===== config.mk =====
export PLATFORM = sky130hd
export DESIGN_NAME = tile_recon_top
export DESIGN_NICKNAME = d
export VERILOG_FILES = /design/src/recon_pkg.sv /design/src/tile_recon_top.sv /design/src/recon_word_packer.sv /design/src/y_pattern_lane.sv /design/src/tile_write_sequencer.sv
export VERILOG_INCLUDE_DIRS = /design/src
export SDC_FILE = /design/constraint.sdc
export NUM_CORES = 1
export LEC_CHECK = 0
export BUFFER_PORTS_ARGS = -buffer_cell sky130_fd_sc_hd__buf_2
export CORE_MARGIN = 5
export CORE_UTILIZATION = 55
export DETAILED_ROUTE_END_ITERATION = 10
export GPL_TIMING_DRIVEN = 0
export PLACE_DENSITY = 0.85
export SYNTH_ARGS = -nofsm -noshare
export SYNTH_HDL_FRONTEND = slang
export SYNTH_SLANG_ARGS = --single-unit
export TNS_END_PERCENT = 1

===== constraint.sdc =====
create_clock -name clk -period 8.6 [get_ports clk]
set_clock_uncertainty 0.1 [all_clocks]
set_input_delay 1.72 -clock clk [delete_from_list [all_inputs] [get_ports clk]]
set_output_delay 1.72 -clock clk [all_outputs]
set_load 0.005 [all_outputs]

===== src/recon_consts.svh =====
//==========================================================
// Tile geometry and write-out constants for the luma/chroma
// reconstruction path. Include wherever a width or count is needed
//==========================================================

`ifndef RECON_CONSTS_SVH
`define RECON_CONSTS_SVH

// Word layout
`define RECON_LANES   16      // Pixels per 128-bit word
`define RECON_PIX_W   8       // Bits per stored pixel

// Luma tile geometry
`define TILE_DIM      64      // Luma tile side
`define PBLK_DIM      16      // Pattern block side

// Word counts per plane
`define Y_WORDS       256
`define C_WORDS       64

// Word address map of the frame buffer port
`define U_BASE        (`Y_WORDS)
`define V_BASE        (`U_BASE + `C_WORDS)
`define TOTAL_WORDS   (`V_BASE + `C_WORDS)
`define WORD_IDX_W    9

// Flat chroma fill values
`define CHROMA_U_VAL  133
`define CHROMA_V_VAL  126

// Upper clamp on luma samples
`define PIX_CLAMP     230

`endif

===== src/recon_pkg.sv =====
//==========================================================
// Shared types for the tile write-out path
// Referenced by scoped names from the RTL and the testbench
//==========================================================

`default_nettype none

`include "recon_consts.svh"

package recon_pkg;

    // Plane of the word being issued
    typedef enum logic [1:0] {
        PLANE_Y = 2'd0,
        PLANE_U = 2'd1,
        PLANE_V = 2'd2
    } plane_t;

    // Write sequencer states
    typedef enum logic {
        ST_IDLE  = 1'b0,
        ST_WRITE = 1'b1
    } seq_state_t;

    // One stored pixel
    typedef logic [`RECON_PIX_W-1:0] pixel_t;

    // Word slot issued by the sequencer, one per cycle
    typedef struct packed {
        logic                   valid;
        logic                   last;      // Final word of the tile
        plane_t                 plane;
        logic [`WORD_IDX_W-1:0] word_idx;  // Index within the whole tile
    } word_slot_t;

    // Frame buffer write port
    typedef struct packed {
        logic                                 wr_en;
        logic [`WORD_IDX_W-1:0]               addr;
        logic [`RECON_LANES*`RECON_PIX_W-1:0] data;
    } recon_word_t;

endpackage

`default_nettype wire


===== src/tile_recon_top.sv =====
//==========================================================
// Tile reconstruction write-out top
// Sequencer feeds 16 luma lanes and the packer drives the port
//==========================================================

`timescale 1ns/1ps
`default_nettype none

`include "recon_consts.svh"

module tile_recon_top (
    input  logic                   clk,
    input  logic                   rst_n,
    input  logic                   start,
    output recon_pkg::recon_word_t recon_word,
    output logic                   tile_done
);

    recon_pkg::word_slot_t  slot;
    recon_pkg::word_slot_t  lane_slots  [`RECON_LANES];  // Only lane 0 is read
    recon_pkg::pixel_t      lane_pixels [`RECON_LANES];

    tile_write_sequencer u_seq (
        .clk   (clk),
        .rst_n (rst_n),
        .start (start),
        .slot  (slot)
    );

    // One lane per byte of the output word
    for (genvar i = 0; i < `RECON_LANES; i++) begin : g_lane
        y_pattern_lane #(
            .LANE (i)
        ) u_lane (
            .clk       (clk),
            .rst_n     (rst_n),
            .slot      (slot),
            .lane_slot (lane_slots[i]),
            .pixel     (lane_pixels[i])
        );
    end

    recon_word_packer u_pack (
        .clk        (clk),
        .rst_n      (rst_n),
        .lane_slot  (lane_slots[0]),
        .pixels_in  (lane_pixels),
        .recon_word (recon_word),
        .tile_done  (tile_done)
    );

endmodule

`default_nettype wire


===== src/recon_word_packer.sv =====
//==========================================================
// Word packer in front of the frame buffer write port
// Takes lane pixels for luma and flat fills for chroma
//==========================================================

`timescale 1ns/1ps
`default_nettype none

`include "recon_consts.svh"

module recon_word_packer (
    input  logic                   clk,
    input  logic                   rst_n,
    input  recon_pkg::word_slot_t  lane_slot,
    input  recon_pkg::pixel_t      pixels_in [`RECON_LANES],
    output recon_pkg::recon_word_t recon_word,
    output logic                   tile_done
);

    localparam int DATA_W = `RECON_LANES * `RECON_PIX_W;

    logic [DATA_W-1:0]       word_data;
    logic                    wr_en_q;
    logic [`WORD_IDX_W-1:0]  addr_q;
    logic [DATA_W-1:0]       data_q;

    //==========================================================
    // Data select
    //==========================================================

    always_comb begin
        word_data = '0;
        case (lane_slot.plane)
            recon_pkg::PLANE_Y: begin
                for (int i = 0; i < `RECON_LANES; i++) begin
                    word_data[i*`RECON_PIX_W +: `RECON_PIX_W] = pixels_in[i];
                end
            end
            recon_pkg::PLANE_U: word_data = {`RECON_LANES{`RECON_PIX_W'(`CHROMA_U_VAL)}};
            recon_pkg::PLANE_V: word_data = {`RECON_LANES{`RECON_PIX_W'(`CHROMA_V_VAL)}};
            default:            word_data = '0;
        endcase
    end

    //==========================================================
    // Output registers
    //==========================================================

    always_ff @(posedge clk or negedge rst_n) begin
        if (!rst_n) begin
            wr_en_q   <= 1'b0;
            tile_done <= 1'b0;
        end else begin
            wr_en_q   <= lane_slot.valid;
            tile_done <= lane_slot.valid && lane_slot.last;   // Same cycle as final write
        end
    end

    always_ff @(posedge clk) begin
        addr_q <= lane_slot.word_idx;
        data_q <= word_data;
    end

    assign recon_word = '{wr_en: wr_en_q, addr: addr_q, data: data_q};

    // Done rides on the last write and the port goes quiet after it
    a_done_write: assert property (
        @(posedge clk) disable iff (!rst_n)
        tile_done |-> recon_word.wr_en ##1 !recon_word.wr_en
    );

endmodule

`default_nettype wire


===== src/y_pattern_lane.sv =====
//==========================================================
// Luma pixel lane for one fixed position inside a word
// Sixteen copies sit side by side, one per byte of the word
//==========================================================

`timescale 1ns/1ps
`default_nettype none

`include "recon_consts.svh"

module y_pattern_lane #(
    parameter int LANE = 0              // Byte position 0..15
) (
    input  logic                   clk,
    input  logic                   rst_n,
    input  recon_pkg::word_slot_t  slot,
    output recon_pkg::word_slot_t  lane_slot,
    output recon_pkg::pixel_t      pixel
);

    localparam int LANE_W  = $clog2(`RECON_LANES);           // 4
    localparam int COL_W   = $clog2(`TILE_DIM);              // 6
    localparam int PIDX_W  = 2 * COL_W;                      // 12
    localparam int BLK_W   = $clog2(`PBLK_DIM);              // 4
    localparam logic [LANE_W-1:0] LANE_POS = LANE_W'(LANE);

    // Base level of each 16x16 block, indexed by block row then column
    localparam logic [7:0] BASE_TAB [16] = '{
        8'd190, 8'd92, 8'd120, 8'd200,
        8'd80,  8'd54, 8'd55,  8'd95,
        8'd87,  8'd78, 8'd90,  8'd91,
        8'd66,  8'd69, 8'd87,  8'd79
    };

    logic [PIDX_W-1:0]       pix_idx;
    logic [COL_W-1:0]        row;
    logic [COL_W-1:0]        col;
    logic [COL_W-BLK_W-1:0]  blk_row;
    logic [COL_W-BLK_W-1:0]  blk_col;
    logic [3:0]              part_pos;     // Position term within block
    logic [3:0]              part_idx;     // Index term
    logic [4:0]              offset;
    logic [7:0]              base;
    logic [8:0]              raw;
    recon_pkg::pixel_t       pix_next;

    always_comb begin
        pix_idx = {slot.word_idx[PIDX_W-LANE_W-1:0], LANE_POS};
        row     = pix_idx[PIDX_W-1:COL_W];
        col     = pix_idx[COL_W-1:0];
        blk_row = row[COL_W-1:BLK_W];
        blk_col = col[COL_W-1:BLK_W];
        base    = BASE_TAB[{blk_row, blk_col}];

        // Both terms are mod 16 so 4-bit arithmetic is exact
        part_pos = row[3:0] * 4'd7 + col[3:0] * 4'd13;
        part_idx = pix_idx[3:0] + {2'b00, blk_row} + {2'b00, blk_col};
        offset   = {1'b0, part_pos} + {1'b0, part_idx};

        // Sign picked from low index bits against the offset
        if ((pix_idx[4:0] ^ {1'b0, offset[3:0]}) < 5'd8) begin
            raw = {1'b0, base} - {4'b0000, offset};
        end else begin
            raw = {1'b0, base} + {4'b0000, offset};
        end

        if (raw > 9'(`PIX_CLAMP)) begin
            pix_next = `RECON_PIX_W'(`PIX_CLAMP);
        end else begin
            pix_next = raw[`RECON_PIX_W-1:0];
        end
    end

    always_ff @(posedge clk or negedge rst_n) begin
        if (!rst_n) begin
            lane_slot <= '0;
        end else begin
            lane_slot <= slot;          // Travels alongside the pixel
        end
    end

    always_ff @(posedge clk) begin
        pixel <= pix_next;              // Chroma slots leave a don't-care value
    end

    a_pix_clamp: assert property (
        @(posedge clk) disable iff (!rst_n)
        (lane_slot.valid && lane_slot.plane == recon_pkg::PLANE_Y)
            |-> (pixel <= `PIX_CLAMP)
    );

endmodule

`default_nettype wire


===== src/tile_write_sequencer.sv =====
//==========================================================
// Write sequencer for one reconstructed tile
// A start strobe in idle launches 384 back-to-back word slots
//==========================================================

`timescale 1ns/1ps
`default_nettype none

`include "recon_consts.svh"

module tile_write_sequencer (
    input  logic                   clk,
    input  logic                   rst_n,
    input  logic                   start,
    output recon_pkg::word_slot_t  slot
);

    localparam logic [`WORD_IDX_W-1:0] LAST_IDX = `WORD_IDX_W'(`TOTAL_WORDS - 1);

    recon_pkg::seq_state_t   state;
    logic [`WORD_IDX_W-1:0]  word_cnt;
    logic                    start_q;     // Strobe captured while idle
    logic                    writing;

    //==========================================================
    // State and word counter
    //==========================================================

    always_ff @(posedge clk or negedge rst_n) begin
        if (!rst_n) begin
            state    <= recon_pkg::ST_IDLE;
            word_cnt <= '0;
            start_q  <= 1'b0;
        end else begin
            start_q <= start && (state == recon_pkg::ST_IDLE);
            case (state)
                recon_pkg::ST_IDLE: begin
                    word_cnt <= '0;
                    if (start_q) begin
                        state <= recon_pkg::ST_WRITE;
                    end
                end
                recon_pkg::ST_WRITE: begin
                    word_cnt <= word_cnt + 1'b1;
                    if (word_cnt == LAST_IDX) begin
                        state <= recon_pkg::ST_IDLE;   // Back to idle after slot 383
                    end
                end
                default: begin
                    state <= recon_pkg::ST_IDLE;
                end
            endcase
        end
    end

    assign writing = (state == recon_pkg::ST_WRITE);

    //==========================================================
    // Slot decode
    //==========================================================

    always_comb begin
        slot.valid    = writing;
        slot.last     = writing && (word_cnt == LAST_IDX);
        slot.word_idx = word_cnt;

        // Plane split by word address
        if (word_cnt < `U_BASE) begin
            slot.plane = recon_pkg::PLANE_Y;
        end else if (word_cnt < `V_BASE) begin
            slot.plane = recon_pkg::PLANE_U;
        end else begin
            slot.plane = recon_pkg::PLANE_V;
        end
    end

    //==========================================================
    // Checks
    //==========================================================

    a_idx_range: assert property (
        @(posedge clk) disable iff (!rst_n)
        slot.valid |-> (slot.word_idx < `TOTAL_WORDS)
    );

    // Last slot only inside a burst, and the burst ends right after it
    a_last_ends: assert property (
        @(posedge clk) disable iff (!rst_n)
        slot.last |-> slot.valid ##1 !slot.valid
    );

endmodule

`default_nettype wire


After elaboration in Yosys (flattened, before gate mapping)
Memories as Yosys holds them, arrays and structs flattened.
Index checks and enable logic that the tools add are counted.
{"block": "op_classes", "eq_ne": 3, "multipliers": 1, "n_addsub": 95, "reduce_logical": 4, "n_mux": 25, "order_cmp": 35, "bitwise_logic": 18}
{"op": "$pmux 128 s3", "n": 1}
{"op": "$add 8x5->9", "n": 16}
{"op": "$gt 9x8->1 const B", "n": 16}
{"op": "$mux 9", "n": 16}
{"op": "$sub 8x5->9", "n": 16}
{"op": "$add 4x4->5", "n": 16}
{"op": "$lt 5x4->1 const B", "n": 16}
{"op": "$xor 5x4->5", "n": 16}
{"op": "$add 4x2->4", "n": 15}
{"op": "$add 4x4->4 const B", "n": 8}
{"op": "$lt 9x9->1 const B", "n": 2}
{"op": "$pmux 9 s2", "n": 1}
{"op": "$add 3x2->4 const A", "n": 4}
{"op": "$add 4x2->4 const A", "n": 4}
{"op": "$add 4x3->4 const B", "n": 4}
{"op": "$mux 8", "n": 2}
{"op": "$add 9x1->9 const B", "n": 1}
{"op": "$eq 9x9->1 const B", "n": 1}
{"op": "$add 3x3->4 const A", "n": 2}
{"op": "$add 4x2->4 const B", "n": 2}
{"op": "$add 2x2->3 const A", "n": 2}
{"op": "$ge 5x5->1 const B", "n": 1}
{"op": "$not 4->5", "n": 1}
{"op": "$add 1x3->4 const A", "n": 1}
{"op": "other kinds (13)", "n": 17}
{"block": "totals", "inputBits": 3, "n_memories": 1, "output_inout_bits": 139, "rom_bits": 128, "register_bits": 291}
{"name": "(name not given)", "words": 16, "word_bits": 8, "read_ports": 1, "rd_ports_with_merged_regs": 0, "write_ports": 0, "line": "y_pattern_lane.sv:53", "text": "base = BASE_TAB[{blk_row, blk_col}];"}

Longest topological paths before layout
Gate-level depths: netlist (run 1).
{"block": "depth", "depth_word": 7, "depth_mapped": 24, "ltp_nobuf": 22}

Cells and area by module
From an unflattened synthesis (run 1), not the netlist that was laid out.
{"block": "unflattened", "cells_unflattened": 2810, "area_unflattened_um2": 29330.6}
{"mod": "recon_word_packer", "instances": 1, "area_per_inst_um2": 4185.3, "cells_per_inst": 325}
{"mod": "y_pattern_lane (g_lane[5].u_lane)", "instances": 1, "area_per_inst_um2": 1617.8, "cells_per_inst": 164}
{"mod": "y_pattern_lane (g_lane[7].u_lane)", "instances": 1, "area_per_inst_um2": 1611.5, "cells_per_inst": 160}
{"mod": "y_pattern_lane (g_lane[15].u_lane)", "instances": 1, "area_per_inst_um2": 1602.8, "cells_per_inst": 159}
{"mod": "y_pattern_lane (g_lane[10].u_lane)", "instances": 1, "area_per_inst_um2": 1601.5, "cells_per_inst": 154}
{"mod": "y_pattern_lane (g_lane[3].u_lane)", "instances": 1, "area_per_inst_um2": 1561.5, "cells_per_inst": 157}
{"mod": "y_pattern_lane (g_lane[9].u_lane)", "instances": 1, "area_per_inst_um2": 1550.2, "cells_per_inst": 161}
{"mod": "y_pattern_lane (g_lane[6].u_lane)", "instances": 1, "area_per_inst_um2": 1540.2, "cells_per_inst": 160}
{"mod": "y_pattern_lane (g_lane[4].u_lane)", "instances": 1, "area_per_inst_um2": 1535.2, "cells_per_inst": 150}
{"mod": "y_pattern_lane (g_lane[0].u_lane)", "instances": 1, "area_per_inst_um2": 1527.7, "cells_per_inst": 144}
{"mod": "y_pattern_lane (g_lane[11].u_lane)", "instances": 1, "area_per_inst_um2": 1526.5, "cells_per_inst": 153}
{"mod": "y_pattern_lane (g_lane[14].u_lane)", "instances": 1, "area_per_inst_um2": 1522.7, "cells_per_inst": 149}
{"mod": "y_pattern_lane (g_lane[1].u_lane)", "instances": 1, "area_per_inst_um2": 1519.0, "cells_per_inst": 152}
{"mod": "y_pattern_lane (g_lane[13].u_lane)", "instances": 1, "area_per_inst_um2": 1501.4, "cells_per_inst": 145}
{"mod": "+4 rows"}

Worst setup path before layout (run 1)
OpenSTA, ideal clock, no wires.
{"block": "synth_path", "path_kind": "register -> register", "from": "register u_seq.word_cnt[1]", "to": "register g_lane[1].u_lane.pixel[0]", "t_arrival_ps": 5842, "n_path_buf": 0, "period_less_slack_ps": 6058, "setup_slack_ps": 2542, "setup_time_ps": 115, "path_stages_with_launch": 14, "path_cell_list": "dfrtp_1 > inv_1 > ha_1 > xor2_1 > nor2_1 > a31oi_1 > inv_1 > fa_1 > nor2b_1 > o31a_1 > o21ai_0 > a21bo_2 > or4_4 > and3_1"}
{"block": "synth_via", "elab_chain_cells": 7, "elab_cells_between_ends": 12}
{"element": "start: declaration", "line": "tile_write_sequencer.sv:21", "text": "logic [`WORD_IDX_W-1:0] word_cnt;"}
{"element": "start signal: assignment", "line": "tile_write_sequencer.sv:44", "text": "word_cnt <= word_cnt + 1'b1;"}
{"element": "parallel branches: the longest is 5 deep, another holds $add 8x5->9"}
{"element": "$mux 9 *", "line": "y_pattern_lane.sv:61", "text": "if ((pix_idx[4:0] ^ {1'b0, offset[3:0]}) < 5'd8) begin"}
{"element": "$gt 9x8->1", "line": "y_pattern_lane.sv:67", "text": "if (raw > 9'(`PIX_CLAMP)) begin"}
{"element": "end signal: assignment", "line": "y_pattern_lane.sv:83", "text": "pixel <= pix_next;"}
{"element": "end: declaration", "line": "y_pattern_lane.sv:18", "text": "output recon_pkg::pixel_t pixel"}
Every way passes the cells marked *. The select of a mux whose other input is x is not followed.
A chain may end at the register's enable or synchronous reset.

Final worst setup path (run 1)
{"block": "layout_path", "from": "register u_seq.word_cnt[2]", "to": "register g_lane[3].u_lane.pixel[2]"}
{"block": "layout_via", "elab_chain_cells": 7, "elab_cells_between_ends": 9}
{"element": "$mul 4x3->4 *", "line": "y_pattern_lane.sv:56", "text": "part_pos = row[3:0] * 4'd7 + col[3:0] * 4'd13;"}
{"element": "$add 4x3->4 *", "line": "y_pattern_lane.sv:56"}
{"element": "$add 4x4->5 *", "line": "y_pattern_lane.sv:58", "text": "offset = {1'b0, part_pos} + {1'b0, part_idx};"}
{"element": "parallel branches: the longest is 2 deep, another holds $add 8x5->9"}
{"element": "$mux 9 *", "line": "y_pattern_lane.sv:61"}
{"element": "$gt 9x8->1", "line": "y_pattern_lane.sv:67"}
{"element": "end signal: assignment", "line": "y_pattern_lane.sv:83"}
{"element": "end: declaration", "line": "y_pattern_lane.sv:18"}
Every way passes the cells marked *.

==> run_results.csv, run 1 <==
group,metric,value,unit
layout,area_growth,13.1,%
logic_synthesis,syn-num-nets,2174,
place,dp_slack,1.64,ns
sta,worst_pin_slew,1.14,ns
grt,grt_pass1_wl,79.1,mm
sta,relSlewSlack,23.5,%
logic_synthesis,async_reset_ff_share,8.93,%
logic_synthesis,ys_types,72,
grt,grt_pass1_vias,14800,
detailed_routing,drc_errors,0,
logic_synthesis,syn_area_per_cell,9.25,sq um
detailed_routing,postRouteAntennaNets,0,
clock_network,cts_resized,0,
sta,tns,0,ns
sta,slew_viol_final,0,
sta,hold_slack,0.241,ns
detailed_routing,vias,15000,
layout,diodes,0,
die,num_rows,65,
status,outcome,"complete, no violations",
die,initial_core_util,55.9,%
setup_path,cp.required,8.97,ns
die,pin_count,142,
detailed_routing,wire_per_inst,19.8,microns
grt,gr-usage-all-layers,27.3,%
place,port_buffers,141,
die,dieArea,36000,sq um
clock_network,cts_buffers,28,
clock_network,htree_levels,1,
place,dp_cells,2468,
logic_synthesis,synth_area,17700,sq um
sta,rsz0062_at_grt,"no",
detailed_routing,finalWirelength,49.9,mm
die,die_h,190,microns
clock_network,cts.clk_slew.worst_paths,0.07,ns
clock_network,cts-root-buf,"clkbuf_16",
logic_synthesis,yosysSeqAreaShare,33.6,%
place,hpwl,37.8,mm
layout,nets,2351,
worst_hold_path,hold_path.class,"flip-flop to flip-flop",
sta,worst_slack,1.34,ns
detailed_routing,firstDrtPassIters,6,
die,die_x,190,microns
sta,fin_crit_sh,84.5,%
detailed_routing,drt_iter0_drc,1322,
sta,finalCriticalPeriod,7.26,ns
clock_network,cts_setup_buffers,0,
setup_path,end_kind,"flip-flop",
clock_network,ctsHoldBuffers,0,
logic_synthesis,synth_edf_count,0,
sta,max_freq,138,MHz
die,coreArea,31700,sq um
clock_network,insertion_delay,0.56,ns
logic_synthesis,synth_warnings,0,
layout,drive_gt1_share,11.2,%
setup_path,cp_max_fo,8,
clock_network,cts_tree,"built",
detailed_routing,vias_per_cell,5.97,
logic_synthesis,ys_ff_latch,291,
layout,final_cells,2518,
clock_network,cts.sinks,291,
logic_synthesis,synth_ff_type,"dfxtp_1",
setup_path,start_kind,"flip-flop",
grt,antenna_found_initial,0,
place,place_congestion,0.950,
clock_network,cts_buffer_depth,3,
grt,grt.overflow.total,0,
sta,setup_viol,0,
sta,hold_violations,0,
logic_synthesis,synth_cells,1919,
setup_path,crit_arrival,7.64,ns
grt,grt_max_degree,27,
run,cap_violations,0,
setup_path,critPathKind,"flip-flop to flip-flop",
## layer usage
metal | share of wire, % | routed length [microns] | GRT usage (%) | vias up
li1 | - | - | - | 7138
met1 | 42 | 21200 | 36.8 | 7163
met2 | 45 | 22600 | 44.7 | 620
met3 | 8.5 | 4220 | 4.17 | 120
met4 | 3.8 | 1880 | 10.1 | 0
met5 | 0 | 0 | 0 | -
## metrics by stage
step / area (sq um) / utilization [%]
final: 20100 / 63.3
after global routing: 20100 / 63.3
after CTS: 20100 / 63.3
after detailed placement: 19100 / 60.3
after global placement: 19000 / 59.7
after floorplan: 17700 / -
## cell usage after synthesis, drive strengths merged (39+ instances only)
| cell type | instances | area, sq um |
|---|---|---|
| xor2 | 89 | 787 |
| clkbuf | 44 | 165 |
| ha | 216 | 2700 |
| inv | 111 | 417 |
| a21o | 162 | 1220 |
| nor3 | 42 | 215 |
| dfxtp | 265 | 5310 |
| a211oi | 39 | 298 |
| o21ai | 96 | 480 |
| xnor2 | 76 | 688 |
| a21oi | 154 | 771 |
| nand2 | 74 | 278 |
| nor2 | 159 | 597 |
## layout by cell type, fill, tap and decap left out, types with 9 or more instances in the layout
master	instances
a211o_1	16
a21oi_1	154
xnor2_1	73
o211ai_1	13
and3_1	24
nand2_1	74
inv_1	111
buf_2	144
clkbuf_1	48
o21ai_0	94
dfrtp_1	26
ha_1	216
dfxtp_1	265
nor3_1	40
fa_1	36
nor2_1	158
o21bai_1	16
clkbuf_16	29
a21o_1	161
a31oi_1	10
nor3b_1	17
nand3_1	24
and2_1	15
o21a_1	28
mux2i_1	11
a211oi_1	38
nand2b_1	25
nor2b_1	9
or3_1	23
xor2_1	88
## logic make-up after synthesis
logic type / after synthesis / synth area share (%)
buffers and inverters: 164 / 3.51
muxes: 18 / 1.06
xor gates and xnor gates: 167 / 8.57
AOI/OAI and AO/OA: 579 / 21.5
and+or+nand+nor: 448 / 12.5
adders and majority gates: 252 / 19.3
DFF: 291 / 33.6
## registers in the layout, indices dropped and copies added, names as in the netlist
name,count
g_lane.u_lane.lane_slot,13
g_lane.u_lane.pixel,128
u_pack.addr_q,9
u_pack.data_q,128
u_pack.tile_done,1
u_pack.wr_en_q,1
u_seq.start_q,1
u_seq.state,1
u_seq.word_cnt,9
## path summary, 6_finish.rpt
kind	startpoint	end	slack (ns)	cells after the start
max	u_seq.word_cnt[2]	g_lane[3].u_lane.pixel[2]	1.34	23
min	g_lane[0].u_lane.lane_slot[8]	u_pack.addr_q[8]	0.24	0
max reg2reg	u_seq.word_cnt[2]	g_lane[3].u_lane.pixel[2]	1.34	23
min reg2reg	g_lane[0].u_lane.lane_slot[8]	u_pack.addr_q[8]	0.24	0
max in group asynchronous	rst_n	g_lane[0].u_lane.lane_slot[8]	6.97	1
min in group asynchronous	rst_n	g_lane[0].u_lane.lane_slot[2]	1.05	1
## area by class of cell
class                   instances  area [sq um]
plain buffers                  53           206
clock buffers                  38           810
clock inverters                12           131
fillers                      2598         11600
inverters                     111           417
multi-input cells            1464         11200
flip-flops and latches        291          5960
well taps                     402           503
repair buffers                147           831
## worst max-delay path, stage by stage (launching register included)
cell	delay, ns
dfrtp_1	0.51
clkbuf_1	0.42
inv_1	0.21
fa_1	0.57
inv_1	0.05
ha_1	0.47
clkbuf_1	0.31
inv_1	0.20
ha_1	0.22
a21boi_0	0.22
xor2_1	0.31
inv_1	0.09
ha_1	0.33
xnor2_1	0.31
or2_2	0.18
clkbuf_1	0.26
mux2_2	0.42
fa_1	0.43
a211oi_1	0.27
o21bai_1	0.13
a21oi_1	0.33
nand4b_1	0.17
a21oi_1	0.38
a211o_1	0.28
Power of run 1 is left out: the tool's default activity adds up to more than one toggle a clock period on the data nets, which glitch-free logic cannot reach.
==> run 2, diff against run 1 <==
Clock period 8.6 ns to 7.55 ns, I/O delays scaled along.
==> run 2 against run 1 <==
Final cell count is the same; clock-buffer cell count is the same; global-route usage is the same; hold slack gained 0.00084 ns; first-iteration DRC count grew 0.15%; worst setup slack lost 0.83 ns; via count shrank 0.36%; final area is essentially flat; critical path type unchanged.
==> run_results.csv, run 2 (synthesized netlist as in run 1, its figures left out) <==
group,metric,value,unit
worst_hold_path,min_to,"u_pack.addr_q[8]",
setup_path,end_kind,"flip-flop",
clock_network,cts-root-buf,"clkbuf_16",
grt,grt.overflow.total,0,
detailed_routing,postRouteAntennaNets,0,
clock_network,cts_buffer_depth,3,
die,pin_count,142,
detailed_routing,firstDrtPassIters,6,
die,dieArea,36000,sq um
clock_network,cts.clk_slew.worst_paths,0.07,ns
grt,grt_pass1_wl,79.1,mm
worst_hold_path,min_from,"g_lane[0].u_lane.lane_slot[8]",
setup_path,cp.required,7.92,ns
status,outcome,"complete, no violations",
grt,grt_pass1_vias,14800,
layout,reg.largest.list,"g_lane.u_lane.pixel: 128 flops, u_pack.data_q: 128 flops, g_lane.u_lane.lane_slot: 13 flops",
layout,fill_cells,2597,
setup_path,r2r-start,"u_seq.word_cnt[2]",
sta,max_freq,142,MHz
clock_network,htree_levels,1,
die,num_rows,65,
layout,area_growth,13.1,%
setup_path,ff2ff_setup_slack,0.51,ns
detailed_routing,drt_iter0_drc,1324,
detailed_routing,finalWirelength,49.9,mm
sta,relSlewSlack,23.7,%
layout,layout.cells.most_common,"dfxtp_1",
clock_network,cts_buffers,28,
setup_path,r2r_end,"g_lane[3].u_lane.pixel[2]",
sta,tns,0,ns
place,place_congestion,0.950,
clock_network,cts_setup_buffers,0,
layout,layout_common_cells,"265 x dfxtp_1, 216 x ha_1, 161 x a21o_1, 158 x nor2_1, 154 x a21oi_1",
setup_path,crit_buf_inv,7,
worst_hold_path,worstHoldPathCells,0,
sta,slew_viol_final,0,
sta,fin_crit_sh,93.3,%
layout,drive_gt1_share,11.2,%
sta,setup_viol,0,
die,initial_core_util,55.9,%
layout,diodes,0,
sta,rsz0062_at_grt,"no",
setup_path,ff2ff_path_depth,23,
setup_path,cp_max_fo,8,
layout,nets,2351,
clock_network,insertion_delay,0.56,ns
worst_hold_path,hold_path.class,"flip-flop to flip-flop",
sta,hold_violations,0,
grt,grt_max_degree,27,
run,cap_violations,0,
grt,gr-usage-all-layers,27.3,%
die,die_x,190,microns
place,port_buffers,141,
sta,finalCriticalPeriod,7.04,ns
die,coreArea,31700,sq um
clock_network,cts_tree,"built",
detailed_routing,vias,15000,
place,dp_cells,2468,
sta,worst_pin_slew,1.14,ns
detailed_routing,vias_per_cell,5.95,
setup_path,max_stage_delay,0.55,ns
setup_path,crit_family,"adder cells",
setup_path,crit_arrival,7.41,ns
setup_path,critPathKind,"flip-flop to flip-flop",
layout,final_cells,2518,
place,hpwl,37.8,mm
detailed_routing,drc_errors,0,
setup_path,crit_chain,"clkbuf_2 > inv_1 > fa_1 > inv_1 > ha_1 > clkbuf_1 > inv_1 > ha_1 > a21boi_0 > xor2_1 > inv_1 > ha_1 > xnor2_1 > or2_2 > clkbuf_1 > mux2_2 > fa_1 > a211oi_1 > o21bai_1 > a21oi_1 > nand4b_1 > a21oi_1 > a211o_1",
clock_network,cts.sinks,291,
setup_path,start_kind,"flip-flop",
setup_path,crit_slowest_cell,"fa_1",
die,die_h,190,microns
setup_path,critPathMostFrequentCell,"inv_1",
detailed_routing,wire_per_inst,19.8,microns
grt,antenna_found_initial,0,
## run 2: cell types whose count changed in the layout (fill, tap and decap cells not counted)
cell / before / now
clkbuf_1: 48 / 47
clkbuf_2: 0 / 1
## run 2: worst reg2reg max path, stage by stage, from the launching register on
cell and delay [ns]:
dfrtp_1 0.51, clkbuf_2 0.30, inv_1 0.15, fa_1 0.55, inv_1 0.05, ha_1 0.47, clkbuf_1 0.30, inv_1 0.20
ha_1 0.22, a21boi_0 0.22, xor2_1 0.31, inv_1 0.09, ha_1 0.33, xnor2_1 0.31, or2_2 0.18, clkbuf_1 0.26
mux2_2 0.42, fa_1 0.43, a211oi_1 0.27, o21bai_1 0.13, a21oi_1 0.33, nand4b_1 0.17, a21oi_1 0.38, a211o_1 0.28
## run 2: stage by stage
stage | setup WS, ns | util, % | hold slack, ns | cell area, sq um
4_1_cts | 0.533 | 63.3 | 0.250 | 20100
5_1_grt | 0.156 | 63.3 | 0.252 | 20100
6_report | 0.507 | 63.3 | 0.242 | 20100
3_3_place_gp | -0.923 | 59.7 | 0.229 | 19000
2_1_floorplan | 1.49 | - | 0.224 | 17700
3_5_place_dp | 0.591 | 60.3 | 0.228 | 19100
## run 2: cell type report
class / instances / area, sq um / share of cell area [%]
multi-input cells: 1464 / 11200 / 55.9
well taps: 402 / 503 / 2.51
flip-flops and latches: 291 / 5960 / 29.7
inverters: 111 / 417 / 2.08
clock inverters: 12 / 131 / 0.654
plain buffers: 53 / 208 / 1.03
clock buffers: 38 / 810 / 4.03
repair buffers: 147 / 831 / 4.14
## run 2: what timing repair did
action / CTS / global route
gates resized for setup: 0 / 2
hold buffers: 0 / 0
setup endpoints to repair: 0 / 1
## run 2: worst max-delay path by stage
stage	slack (ns)	start	cells after the start	to
3_3_place_gp	-0.92	u_seq.word_cnt[0]	13	g_lane[2].u_lane.pixel[2]
6_report	0.51	u_seq.word_cnt[2]	23	g_lane[3].u_lane.pixel[2]
4_1_cts	0.53	u_seq.word_cnt[2]	23	g_lane[3].u_lane.pixel[2]
5_1_grt	0.16	u_seq.word_cnt[2]	23	g_lane[3].u_lane.pixel[2]
3_5_place_dp	0.59	u_seq.word_cnt[2]	23	g_lane[3].u_lane.pixel[2]
2_1_floorplan	1.49	u_seq.word_cnt[1]	13	g_lane[1].u_lane.pixel[0]
## run 2: metal layers
layer  global-route usage [%]  vias up  wire, microns
li1                         -     7134              -
met1                     36.8     7133          21300
met2                     44.7      601          22600
met3                     4.17      119           4150
met4                     10.1        0           1870
met5                        0        -              0
Power of run 2 is left out for the same reason.
